### src/logic/commit_pkg.sv
//--------------------------------------------------------------------------
// shared widths for the commit stage
// functional unit and operation encodings, CSR no-op code
//--------------------------------------------------------------------------

package commit_pkg;

  // datapath width
  localparam int unsigned XLEN = 32;
  // integer register address width
  localparam int unsigned REG_ADDR_W = 5;
  // trap cause width
  localparam int unsigned CAUSE_W = 5;
  // operation code width
  localparam int unsigned OP_W = 4;

  //--------------------------------------------------------------------------
  // functional units
  //--------------------------------------------------------------------------
  typedef enum logic [2:0] {
    ALU        = 3'd0,
    LOAD       = 3'd1,
    STORE      = 3'd2,
    CSR        = 3'd3,
    CTRL_FLOW  = 3'd4,
    FENCE_UNIT = 3'd5
  } fu_t;

  //--------------------------------------------------------------------------
  // operations seen at commit
  //--------------------------------------------------------------------------
  // ADD doubles as the CSR no-op
  typedef enum logic [OP_W-1:0] {
    ADD       = 4'd0,
    CSR_WRITE = 4'd1,
    CSR_SET   = 4'd2,
    CSR_CLEAR = 4'd3,
    FENCE     = 4'd4,
    FENCE_I   = 4'd5,
    OTHER     = 4'd15
  } op_t;

  // presented to the CSR file while no CSR instruction retires
  localparam op_t CSR_NOP = ADD;

endpackage

### src/logic/store_credit_counter.sv
//--------------------------------------------------------------------------
// store buffer credit counter
// tracks free store buffer slots, flags stall and drained buffer
//--------------------------------------------------------------------------

`timescale 1ns/1ps

module store_credit_counter #(
  parameter int unsigned StoreBufDepth = 4
) (
  input  logic clk_i,
  input  logic reset_i,
  // one credit leaves with each committed store
  input  logic spend_i,
  // lsu hands one credit back per drained store
  input  logic return_i,
  output logic credit_avail_o,
  output logic buf_empty_o
);

  // wide enough to hold the full depth itself
  localparam int unsigned cnt_width = $clog2(StoreBufDepth + 1);
  localparam logic [cnt_width-1:0] full_count = cnt_width'(StoreBufDepth);

  logic [cnt_width-1:0] count_q;

  // spend and return in the same cycle cancel out
  always_ff @(posedge clk_i) begin
    if (reset_i) begin
      count_q <= full_count;
    end else begin
      case ({spend_i, return_i})
        2'b10:   count_q <= count_q - 1'b1;
        2'b01:   count_q <= count_q + 1'b1;
        default: count_q <= count_q;
      endcase
    end
  end

  // zero credits is the back-pressure condition
  assign credit_avail_o = (count_q != '0);
  // all credits home means no store is pending
  assign buf_empty_o    = (count_q == full_count);

  //--------------------------------------------------------------------------
  // checks against retire logic and lsu
  //--------------------------------------------------------------------------
  // retire must stall a store while no credit is left
  a_no_spend_at_zero : assert property (
    @(posedge clk_i) disable iff (reset_i) spend_i |-> credit_avail_o
  ) else $error("store committed with no credit left");

  // lsu cannot return a credit it never received
  a_no_return_at_full : assert property (
    @(posedge clk_i) disable iff (reset_i) return_i |-> !buf_empty_o
  ) else $error("credit returned while all credits are home");

endmodule

### src/logic/fence_sequencer.sv
//--------------------------------------------------------------------------
// fence sequencer FSM
// drains the store buffer, requests the flush, signals completion
//--------------------------------------------------------------------------

`timescale 1ns/1ps

module fence_sequencer (
  input  logic clk_i,
  input  logic reset_i,
  // a fence entry waits at the head
  input  logic fence_req_i,
  // high for FENCE.I, low for FENCE
  input  logic fence_is_i_i,
  input  logic store_buf_empty_i,
  // one-cycle acknowledge from the controller
  input  logic flush_ack_i,
  output logic fence_o,
  output logic fence_i_o,
  // one-cycle pulse that lets the fence entry retire
  output logic fence_done_o
);

  typedef enum logic [1:0] {
    IDLE  = 2'd0,
    DRAIN = 2'd1,
    FLUSH = 2'd2,
    DONE  = 2'd3
  } state_e;

  state_e state_q;
  state_e state_d;
  // fence kind captured on entry to DRAIN
  logic   is_i_q;

  //--------------------------------------------------------------------------
  // next state
  //--------------------------------------------------------------------------
  always_comb begin
    state_d = state_q;
    case (state_q)
      IDLE: begin
        if (fence_req_i) begin
          state_d = DRAIN;
        end
      end
      // committed stores must reach memory before the flush
      DRAIN: begin
        if (store_buf_empty_i) begin
          state_d = FLUSH;
        end
      end
      // hold the request until the controller answers
      FLUSH: begin
        if (flush_ack_i) begin
          state_d = DONE;
        end
      end
      DONE: state_d = IDLE;
      default: state_d = IDLE;
    endcase
  end

  always_ff @(posedge clk_i) begin
    if (reset_i) begin
      state_q <= IDLE;
      is_i_q  <= 1'b0;
    end else begin
      state_q <= state_d;
      if (state_q == IDLE && fence_req_i) begin
        is_i_q <= fence_is_i_i;
      end
    end
  end

  // request only while flushing and routed by the latched kind
  assign fence_o      = (state_q == FLUSH) && !is_i_q;
  assign fence_i_o    = (state_q == FLUSH) && is_i_q;
  assign fence_done_o = (state_q == DONE);

  a_single_flush_kind : assert property (
    @(posedge clk_i) disable iff (reset_i) !(fence_o && fence_i_o)
  ) else $error("fence and fence.i requested together");

endmodule

### src/logic/retire_ctrl.sv
//--------------------------------------------------------------------------
// retire control for the scoreboard head
// acknowledge, register writeback, store, CSR and fence commit
//--------------------------------------------------------------------------

`timescale 1ns/1ps

module retire_ctrl (
  input  logic                                 clk_i,
  input  logic                                 reset_i,
  // scoreboard head
  input  logic                                 head_valid_i,
  input  commit_pkg::fu_t                      head_fu_i,
  input  commit_pkg::op_t                      head_op_i,
  input  logic [commit_pkg::REG_ADDR_W-1:0]    head_rd_i,
  input  logic [commit_pkg::XLEN-1:0]          head_result_i,
  input  logic                                 head_ex_valid_i,
  input  logic                                 halt_i,
  // CSR file answers combinationally
  input  logic [commit_pkg::XLEN-1:0]          csr_rdata_i,
  input  logic                                 csr_ex_valid_i,
  input  logic                                 store_credit_avail_i,
  input  logic                                 fence_done_i,
  output logic                                 commit_ack_o,
  output logic                                 we_o,
  output logic [commit_pkg::REG_ADDR_W-1:0]    waddr_o,
  output logic [commit_pkg::XLEN-1:0]          wdata_o,
  output commit_pkg::op_t                      csr_op_o,
  output logic [commit_pkg::XLEN-1:0]          csr_wdata_o,
  output logic                                 commit_csr_o,
  output logic                                 commit_lsu_o,
  output logic                                 fence_req_o,
  output logic                                 fence_is_i_o
);

  logic committable;

  // no entry exception and no halt request
  assign committable = head_valid_i && !head_ex_valid_i && !halt_i;

  //--------------------------------------------------------------------------
  // commit decision
  //--------------------------------------------------------------------------
  always_comb begin
    commit_ack_o = 1'b0;
    wdata_o      = head_result_i;
    csr_op_o     = commit_pkg::CSR_NOP;
    csr_wdata_o  = '0;
    commit_csr_o = 1'b0;
    commit_lsu_o = 1'b0;
    fence_req_o  = 1'b0;

    if (committable) begin
      case (head_fu_i)
        // a store needs a free slot in the store buffer
        commit_pkg::STORE: begin
          if (store_credit_avail_i) begin
            commit_ack_o = 1'b1;
            commit_lsu_o = 1'b1;
          end
        end
        // CSR read data replaces the result on writeback
        commit_pkg::CSR: begin
          csr_op_o    = head_op_i;
          csr_wdata_o = head_result_i;
          if (!csr_ex_valid_i) begin
            commit_csr_o = 1'b1;
            commit_ack_o = 1'b1;
            wdata_o      = csr_rdata_i;
          end
        end
        // wait for the sequencer to finish drain and flush
        commit_pkg::FENCE_UNIT: begin
          fence_req_o  = 1'b1;
          commit_ack_o = fence_done_i;
        end
        // alu, load and control flow retire at once
        default: begin
          commit_ack_o = 1'b1;
        end
      endcase
    end
  end

  // FENCE.I also flushes the instruction cache
  assign fence_is_i_o = (head_op_i == commit_pkg::FENCE_I);

  // writeback goes with every retirement
  assign we_o    = commit_ack_o;
  assign waddr_o = head_rd_i;

  // a store reaches the buffer only when the head really retires
  a_lsu_with_ack : assert property (
    @(posedge clk_i) disable iff (reset_i) commit_lsu_o |-> commit_ack_o
  ) else $error("store committed without acknowledge");

endmodule

### src/logic/exception_select.sv
//--------------------------------------------------------------------------
// trap selection at commit
// entry exception over CSR exception, both masked by halt
//--------------------------------------------------------------------------

`timescale 1ns/1ps

module exception_select (
  input  logic                              head_valid_i,
  input  logic                              head_ex_valid_i,
  input  logic [commit_pkg::CAUSE_W-1:0]    head_ex_cause_i,
  input  logic [commit_pkg::XLEN-1:0]       head_ex_tval_i,
  input  logic                              csr_ex_valid_i,
  input  logic [commit_pkg::CAUSE_W-1:0]    csr_ex_cause_i,
  input  logic                              halt_i,
  output logic                              exception_valid_o,
  output logic [commit_pkg::CAUSE_W-1:0]    exception_cause_o,
  output logic [commit_pkg::XLEN-1:0]       exception_tval_o
);

  always_comb begin
    exception_valid_o = 1'b0;
    exception_cause_o = '0;
    exception_tval_o  = '0;

    // only a valid head can trap
    if (head_valid_i) begin
      // CSR fault keeps the entry tval, it carries the instruction bits
      if (csr_ex_valid_i) begin
        exception_valid_o = 1'b1;
        exception_cause_o = csr_ex_cause_i;
        exception_tval_o  = head_ex_tval_i;
      end
      // earlier faults, e.g. fetch page faults, take precedence
      if (head_ex_valid_i) begin
        exception_valid_o = 1'b1;
        exception_cause_o = head_ex_cause_i;
        exception_tval_o  = head_ex_tval_i;
      end
    end

    // halted core takes no trap
    if (halt_i) begin
      exception_valid_o = 1'b0;
    end
  end

endmodule

### src/logic/commit_stage.sv
//--------------------------------------------------------------------------
// commit stage top level, single commit port
// credit counter, fence sequencer, retire control, trap select
//--------------------------------------------------------------------------

`timescale 1ns/1ps

module commit_stage #(
  parameter int unsigned StoreBufDepth = 4
) (
  input  logic                              clk_i,
  input  logic                              reset_i,
  // scoreboard head, held until acknowledged
  input  logic                              head_valid_i,
  input  commit_pkg::fu_t                   head_fu_i,
  input  commit_pkg::op_t                   head_op_i,
  input  logic [commit_pkg::REG_ADDR_W-1:0] head_rd_i,
  input  logic [commit_pkg::XLEN-1:0]       head_result_i,
  input  logic [commit_pkg::XLEN-1:0]       head_pc_i,
  input  logic                              head_ex_valid_i,
  input  logic [commit_pkg::CAUSE_W-1:0]    head_ex_cause_i,
  input  logic [commit_pkg::XLEN-1:0]       head_ex_tval_i,
  output logic                              commit_ack_o,
  // integer register file
  output logic                              we_o,
  output logic [commit_pkg::REG_ADDR_W-1:0] waddr_o,
  output logic [commit_pkg::XLEN-1:0]       wdata_o,
  // CSR file
  output commit_pkg::op_t                   csr_op_o,
  output logic [commit_pkg::XLEN-1:0]       csr_wdata_o,
  input  logic [commit_pkg::XLEN-1:0]       csr_rdata_i,
  input  logic                              csr_ex_valid_i,
  input  logic [commit_pkg::CAUSE_W-1:0]    csr_ex_cause_i,
  output logic                              commit_csr_o,
  // store buffer credits
  output logic                              commit_lsu_o,
  input  logic                              lsu_credit_i,
  // controller
  output logic                              fence_o,
  output logic                              fence_i_o,
  input  logic                              flush_ack_i,
  input  logic                              halt_i,
  // trap report
  output logic                              exception_valid_o,
  output logic [commit_pkg::CAUSE_W-1:0]    exception_cause_o,
  output logic [commit_pkg::XLEN-1:0]       exception_tval_o,
  output logic [commit_pkg::XLEN-1:0]       pc_o
);

  logic store_credit_avail;
  logic store_buf_empty;
  logic store_spend;
  logic fence_req;
  logic fence_is_i;
  logic fence_done;

  // the store commit itself spends the credit
  assign commit_lsu_o = store_spend;
  assign pc_o         = head_pc_i;

  store_credit_counter #(
    .StoreBufDepth(StoreBufDepth)
  ) i_store_credit_counter (
    .clk_i         (clk_i),
    .reset_i       (reset_i),
    .spend_i       (store_spend),
    .return_i      (lsu_credit_i),
    .credit_avail_o(store_credit_avail),
    .buf_empty_o   (store_buf_empty)
  );

  fence_sequencer i_fence_sequencer (
    .clk_i            (clk_i),
    .reset_i          (reset_i),
    .fence_req_i      (fence_req),
    .fence_is_i_i     (fence_is_i),
    .store_buf_empty_i(store_buf_empty),
    .flush_ack_i      (flush_ack_i),
    .fence_o          (fence_o),
    .fence_i_o        (fence_i_o),
    .fence_done_o     (fence_done)
  );

  retire_ctrl i_retire_ctrl (
    .clk_i               (clk_i),
    .reset_i             (reset_i),
    .head_valid_i        (head_valid_i),
    .head_fu_i           (head_fu_i),
    .head_op_i           (head_op_i),
    .head_rd_i           (head_rd_i),
    .head_result_i       (head_result_i),
    .head_ex_valid_i     (head_ex_valid_i),
    .halt_i              (halt_i),
    .csr_rdata_i         (csr_rdata_i),
    .csr_ex_valid_i      (csr_ex_valid_i),
    .store_credit_avail_i(store_credit_avail),
    .fence_done_i        (fence_done),
    .commit_ack_o        (commit_ack_o),
    .we_o                (we_o),
    .waddr_o             (waddr_o),
    .wdata_o             (wdata_o),
    .csr_op_o            (csr_op_o),
    .csr_wdata_o         (csr_wdata_o),
    .commit_csr_o        (commit_csr_o),
    .commit_lsu_o        (store_spend),
    .fence_req_o         (fence_req),
    .fence_is_i_o        (fence_is_i)
  );

  exception_select i_exception_select (
    .head_valid_i     (head_valid_i),
    .head_ex_valid_i  (head_ex_valid_i),
    .head_ex_cause_i  (head_ex_cause_i),
    .head_ex_tval_i   (head_ex_tval_i),
    .csr_ex_valid_i   (csr_ex_valid_i),
    .csr_ex_cause_i   (csr_ex_cause_i),
    .halt_i           (halt_i),
    .exception_valid_o(exception_valid_o),
    .exception_cause_o(exception_cause_o),
    .exception_tval_o (exception_tval_o)
  );

endmodule

### config.mk
export PLATFORM = sky130hd
export DESIGN_NAME = commit_stage
export DESIGN_NICKNAME = d
export VERILOG_FILES = /design/src/logic/commit_pkg.sv /design/src/logic/store_credit_counter.sv /design/src/logic/fence_sequencer.sv /design/src/logic/retire_ctrl.sv /design/src/logic/exception_select.sv /design/src/logic/commit_stage.sv
export SDC_FILE = /design/constraint.sdc
export NUM_CORES = 1
export LEC_CHECK = 0
export BUFFER_PORTS_ARGS = -buffer_cell sky130_fd_sc_hd__buf_4
export CAP_MARGIN = 40
export CORE_AREA = 4 4 116 118
export DETAILED_ROUTE_END_ITERATION = 6
export DIE_AREA = 0 0 120 122
export PLACE_DENSITY_LB_ADDON = 0.2
export SETUP_SLACK_MARGIN = 0.5
export SLEW_MARGIN = 40
export SYNTH_ARGS = -nofsm -noshare
export SYNTH_HDL_FRONTEND = slang
export SYNTH_HIERARCHICAL = 1
export SYNTH_SLANG_ARGS = --single-unit
### constraint.sdc
create_clock -name clk_i -period 4.5 [get_ports clk_i]
set_input_delay 0.9 -clock clk_i [delete_from_list [all_inputs] [get_ports clk_i]]
set_output_delay 0.9 -clock clk_i [all_outputs]
set_load 0.02 [all_outputs]
==> flow_metrics.env, run 1 <==
export IMPL_status="completed"
export IMPL_p_seq_frac=0.136
export IMPL_start_util=0.148
export IMPL_synth_area_leaders="and2_1 (24%), mux2_4 (23%), buf_4 (17%), dfxtp_1 (6.5%), buf_6 (3.7%)"
export IMPL_dp_slack_ns=0.959
export IMPL_synthCells=213
export IMPL_hpwl_um=6850
export IMPL_p_leak_uw=0.00193
export IMPL_final_antenna_net_count=0
export IMPL_end_kind="primary output"
export IMPL_required_ns=3.60
export IMPL_yosys_area_top_type_share=0.237
export IMPL_cts_buffers=3
export IMPL_dieHeight_um=122
export IMPL_crit_slowest_cell="buf_4"
export IMPL_tritoncts="done"
export IMPL_crit_chain="buf_4 > nor3b_4 > nand2_2 > buf_4 > mux2_4 > buf_4"
export IMPL_drt_total_wl_um=7640
export IMPL_grt_start_max_net_pins=37
export IMPL_clk_latency_ns=0.23
export IMPL_cts_resized=0
export IMPL_finalCritPeriodShare=0.774
export IMPL_first_pass_iters=4
export IMPL_p_int_uw=336
export IMPL_tightest_slew_ns=0.495
export IMPL_max_stage_delay_ns=0.38
export IMPL_reg2reg_from="i_store_credit_counter/count_q[0]"
export IMPL_area_growth_pct=90.2
export IMPL_grt_pass1_vias=2151
export IMPL_critical_path_arrival_ns=2.58
export IMPL_fin_area_um2=3510
export IMPL_tns_ns=0
export IMPL_synth_edff_count=0
export IMPL_hold_depth=2
export IMPL_p_sw_uw=155
export IMPL_drcViolationCount=0
export IMPL_whs_ns=0.468
export IMPL_layout_area_seq_um2=120
export IMPL_fill_cells=1331
export IMPL_hold_buffers=0
export IMPL_yosys_most_used_dff="dfxtp_1"
export IMPL_cts_clk_slew_worst_paths_ns=0.03
export IMPL_final_nets=568
export IMPL_die_w_um=120
export IMPL_cts_root_buffer="clkbuf_16"
export IMPL_dr_total_vias=2173
export IMPL_cts_buffer_depth=2
export IMPL_clkPwrFrac=0.292
export IMPL_port_buffers=232
export IMPL_path_max_fanout=19
export IMPL_ys_seq_elements=6
export IMPL_grt_overflow_total=0
export IMPL_vias_per_cell=3.79
export IMPL_power_total_uw=491
export IMPL_maxCapViolCount=0
export IMPL_timing_final_ws_setup_ns=1.02
export IMPL_place_area_um2=3440
export IMPL_synth_top_area_cell="and2_1"
export IMPL_critPathLaunchType="input pin"
export IMPL_yosysSeqAreaShare=0.0650
export IMPL_cts_setup_buffers=0
export IMPL_synth_area_um2=1850
export IMPL_wl_per_cell_um=13.3
export IMPL_synth_nets=377
export IMPL_setup_viol=0
export IMPL_final_max_slew_viol_count=0
export IMPL_diodes=0
export IMPL_fin_skew_ns=0.00146
export IMPL_die_area_um2=14600
export IMPL_synth_top_cells_by_count="and2_1 (70), buf_4 (41), mux2_4 (28)"
export IMPL_num_rows=41
export IMPL_yosys_warnings=6
export IMPL_clock_sink_count=6
export IMPL_antenna_found_initial=0
export IMPL_yosysMostFrequentCell="and2_1"
export IMPL_drive_above_1_share=0.684
export IMPL_grt_pass1_wl_um=10800
export IMPL_io_pins=307
export IMPL_min_path_type="reg2reg"
export IMPL_p_per_area_nw_per_um2=140
export IMPL_async_reset_ff_frac=0
export IMPL_grt_setup_unrepaired="no"
export IMPL_reg2reg_depth=10
export IMPL_crit_type="in2out"
export IMPL_syn_area_per_cell_um2=8.67
export IMPL_synth_cell_types=38
export IMPL_switching_share=0.315
export IMPL_max_vdd_ir_drop_v=0.000114
export IMPL_combPwrFrac=0.573
export IMPL_grt_usage=0.0896
export IMPL_core_area_um2=12500
export IMPL_hp_start="i_fence_sequencer/is_i_q"
export IMPL_h_tree_depth=1
export IMPL_cpMostUsedCell="buf_4"
export IMPL_routabilityCongestion=0.760
export IMPL_drtIter0Drc=23
export IMPL_finalHoldViolations=0
export IMPL_max_freq_ghz=0.287
export IMPL_cp_startpoint="head_ex_valid_i"
export IMPL_multiInputGateArea_um2=1320
export IMPL_post_route_min_period_ns=3.48
export IMPL_max_slew_margin=0.669
cell families (layout without fill, tap and decap cells):
family                   count (synthesis)  after routing  share of synthesized area
multiplexers                            34             34                      0.263
adder cells (fa/ha/maj)                  6              6                     0.0447
XOR/XNOR                                 2              2                    0.00949
AO/OA/AOI/OAI                           13             13                     0.0589
flip-flops                               6              6                     0.0650
buffers and inverters                   55            244                      0.220
AND/OR/NAND/NOR                         97             97                      0.339
worst paths after layout:
kind / endpoint / slack, ns
worst min register to register: i_fence_sequencer/is_i_q / 0.47
worst min-delay path: i_fence_sequencer/is_i_q / 0.47
worst max register to register: i_store_credit_counter/count_q[2] / 2.04
worst max-delay path: wdata_o[5] / 1.02
through the flow:
step / instances / utilization
6_report: 574 / 0.282
5_1_grt: 574 / 0.282
4_1_cts: 574 / 0.282
3_5_place_dp: 571 / 0.276
3_3_place_gp: 571 / 0.276
2_1_floorplan: 213 / -
layer usage:
layer | vias to the layer above | routed length [um] | part of all wire | GRT usage
met3 | 6 | 1040 | 0.14 | 0.0320
met5 | - | 0 | 0 | 0
met2 | 178 | 3940 | 0.52 | 0.171
met4 | 0 | 62 | 0.0081 | 0.0172
li1 | 1045 | - | - | -
met1 | 944 | 2600 | 0.34 | 0.0945
cell type report:
| class | count | share of cell area |
|---|---|---|
| inverter | 7 | 0.00748 |
| sequential | 6 | 0.0342 |
| clock buffer | 3 | 0.0214 |
| multi-input combinational | 152 | 0.376 |
| tap | 172 | 0.0613 |
| timing repair buffer | 234 | 0.500 |
sequential cells by signal (all words and copies together), names as in the netlist:
signal,flops
i_store_credit_counter/count_q,3
i_fence_sequencer/state_q,2
i_fence_sequencer/is_i_q,1
cell usage in the layout, fill, tap and decap left out, drive strengths merged, types with 4 or more instances in the layout:
cell type	count
a32o	4
mux2	32
inv	7
nand2b	4
buf	234
and2	70
ha	5
nand2	4
dfxtp	6
power groups by stage:
stage	combinational [uW]	sequential, uW	clock (uW)
after global placement	284	67.4	0
after CTS	285	66.8	147
after global routing	304	68.6	150
after detailed placement	285	67.6	0
after floorplan	182	65.7	0
final	281	66.6	143
critical path, delay by kind of cell:
kind	cells	cell delay (ns)
AND/OR/NAND/NOR	2	0.66
buffers and inverters	3	0.68
multiplexers	1	0.33
Power figures use the tool's default switching activity.
==> run 2, diff against run 1 <==
clock period = 3.5 ns   (was 4.5 ns; I/O delays follow)
==> run 2 against run 1 <==
Worst hold slack worse by 0.0046 ns. Via count down 0.92%. Sequential share of layout area about the same. Sequential power up 30%. First-iteration DRC count up 35%. Core utilization up 0.10 points. Global-route usage about the same. Die area unchanged. Critical endpoint is now csr_wdata_o[17].
==> flow_metrics.env, run 2 (synthesized netlist as in run 1, its figures left out) <==
export IMPL_status="completed"
export IMPL_mostFrequentLayoutCell="buf_4"
export IMPL_post_route_min_period_ns=2.66
export IMPL_start_util=0.148
export IMPL_clock_sink_count=6
export IMPL_whs_ns=0.464
export IMPL_grt_pass1_vias=2090
export IMPL_tightest_slew_ns=0.419
export IMPL_end_kind="primary output"
export IMPL_fin_skew_ns=0.00187
export IMPL_max_freq_ghz=0.375
export IMPL_drt_total_wl_um=7640
export IMPL_cts_buffers=3
export IMPL_cts_root_buffer="clkbuf_16"
export IMPL_grt_pass1_wl_um=10800
export IMPL_first_pass_iters=4
export IMPL_tns_ns=0
export IMPL_path_max_fanout=36
export IMPL_reg2reg_from="i_store_credit_counter/count_q[0]"
export IMPL_dieHeight_um=122
export IMPL_num_rows=41
export IMPL_crit_type="in2out"
export IMPL_min_path_type="reg2reg"
export IMPL_diodes=0
export IMPL_p_leak_uw=0.00193
export IMPL_cpLargestDelayFamily="simple AND/OR/NAND/NOR gates"
export IMPL_clk_latency_ns=0.23
export IMPL_setup_viol=0
export IMPL_core_area_um2=12500
export IMPL_die_area_um2=14600
export IMPL_cpMostUsedCell="buf_4"
export IMPL_largest_reg_flops=3
export IMPL_largestRegisters="i_store_credit_counter/count_q: 3 flops, i_fence_sequencer/state_q: 2 flops, i_fence_sequencer/is_i_q: 1 flops"
export IMPL_hold_buffers=0
export IMPL_drtIter0Drc=31
export IMPL_grt_usage=0.0893
export IMPL_area_growth_pct=90.9
export IMPL_final_nets=568
export IMPL_top_register="i_store_credit_counter/count_q"
export IMPL_final_antenna_net_count=0
export IMPL_critical_path_arrival_ns=1.96
export IMPL_max_vdd_ir_drop_v=0.0000993
export IMPL_drive_above_1_share=0.684
export IMPL_grt_overflow_total=0
export IMPL_dr_total_vias=2153
export IMPL_routabilityCongestion=0.747
export IMPL_worstPathBufferInverterCount=3
export IMPL_cts_buffer_depth=2
export IMPL_max_slew_margin=0.720
export IMPL_cts_resized=0
export IMPL_hpwl_um=6710
export IMPL_p_per_area_nw_per_um2=180
export IMPL_timing_rr_end="i_store_credit_counter/count_q[2]"
export IMPL_vias_per_cell=3.75
export IMPL_wl_per_cell_um=13.3
export IMPL_crit_slowest_cell="buf_4"
export IMPL_io_pins=307
export IMPL_hp_start="i_fence_sequencer/is_i_q"
export IMPL_final_max_slew_viol_count=0
export IMPL_required_ns=2.80
export IMPL_h_tree_depth=1
export IMPL_die_w_um=120
export IMPL_hold_depth=2
export IMPL_reg2reg_depth=10
export IMPL_cts_setup_buffers=0
export IMPL_regToRegSetupSlack_ns=1.02
export IMPL_grt_setup_unrepaired="no"
export IMPL_max_stage_delay_ns=0.28
export IMPL_critPathLaunchType="input pin"
export IMPL_finalHoldViolations=0
export IMPL_antenna_found_initial=0
export IMPL_hold_path_endpoint="i_fence_sequencer/is_i_q"
export IMPL_tritoncts="done"
export IMPL_port_buffers=232
export IMPL_grt_start_max_net_pins=37
export IMPL_maxCapViolCount=0
export IMPL_finalCritPeriodShare=0.761
export IMPL_layout_common_cells="buf_4 (233), and2_1 (70), mux2_4 (28), inv_1 (6), dfxtp_1 (6)"
export IMPL_cts_clk_slew_worst_paths_ns=0.03
export IMPL_drcViolationCount=0
export IMPL_crit_chain="buf_4 > nor3b_4 > and4b_1 > buf_4 > and2_1 > buf_4"
## run 2: cell counts in the layout (fill, tap and decap cells not counted)
No cell type changed its count.
## run 2: worst max-delay path by stage
stage	startpoint	end	depth (start not counted)
after floorplan	head_ex_valid_i	we_o	4
after global placement	head_ex_valid_i	csr_wdata_o[5]	6
after detailed placement	head_ex_valid_i	csr_wdata_o[17]	6
after CTS	head_ex_valid_i	csr_wdata_o[17]	6
after global routing	head_ex_valid_i	csr_wdata_o[21]	6
final	head_ex_valid_i	csr_wdata_o[17]	6
## run 2: tightest hold or removal path, stage by stage (launching register included)
cell and delay, ns:
dfxtp_1 0.30, nand2_1 0.06, a21oi_1 0.05
## run 2: metal layers
layer  vias to the layer above  GRT usage  share of wire
li1                       1045          -              -
met1                       925     0.0964           0.35
met2                       177      0.170           0.51
met3                         6     0.0311           0.14
met4                         0     0.0136         0.0051
met5                         -          0              0
## run 2: where the power goes
part           internal, uW  switching (uW)  total [uW]
logic                   209             154         364
registers              76.8            9.53        86.3
clock network           147            38.9         186
total                   433             203         636
## run 2: layout make-up
type | count | area, um2
Fill cell | 1372 | 8940
Tap cell | 172 | 215
Clock buffer | 3 | 75.1
Inverter | 7 | 26.3
Sequential cell | 6 | 120
Timing Repair Buffer | 234 | 1770
Multi-Input combinational cell | 152 | 1320
## run 2: through the flow
step / power, uW / utilization / setup slack [ns] / cell area (um2) / cells
after CTS: 644 / 0.283 / 0.817 / 3530 / 574
final: 636 / 0.283 / 0.836 / 3530 / 574
after detailed placement: 455 / 0.277 / 0.824 / 3450 / 571
after global routing: 675 / 0.283 / 0.742 / 3530 / 574
after floorplan: 318 / - / 0.959 / 1850 / 213
after global placement: 452 / 0.277 / 0.832 / 3450 / 571
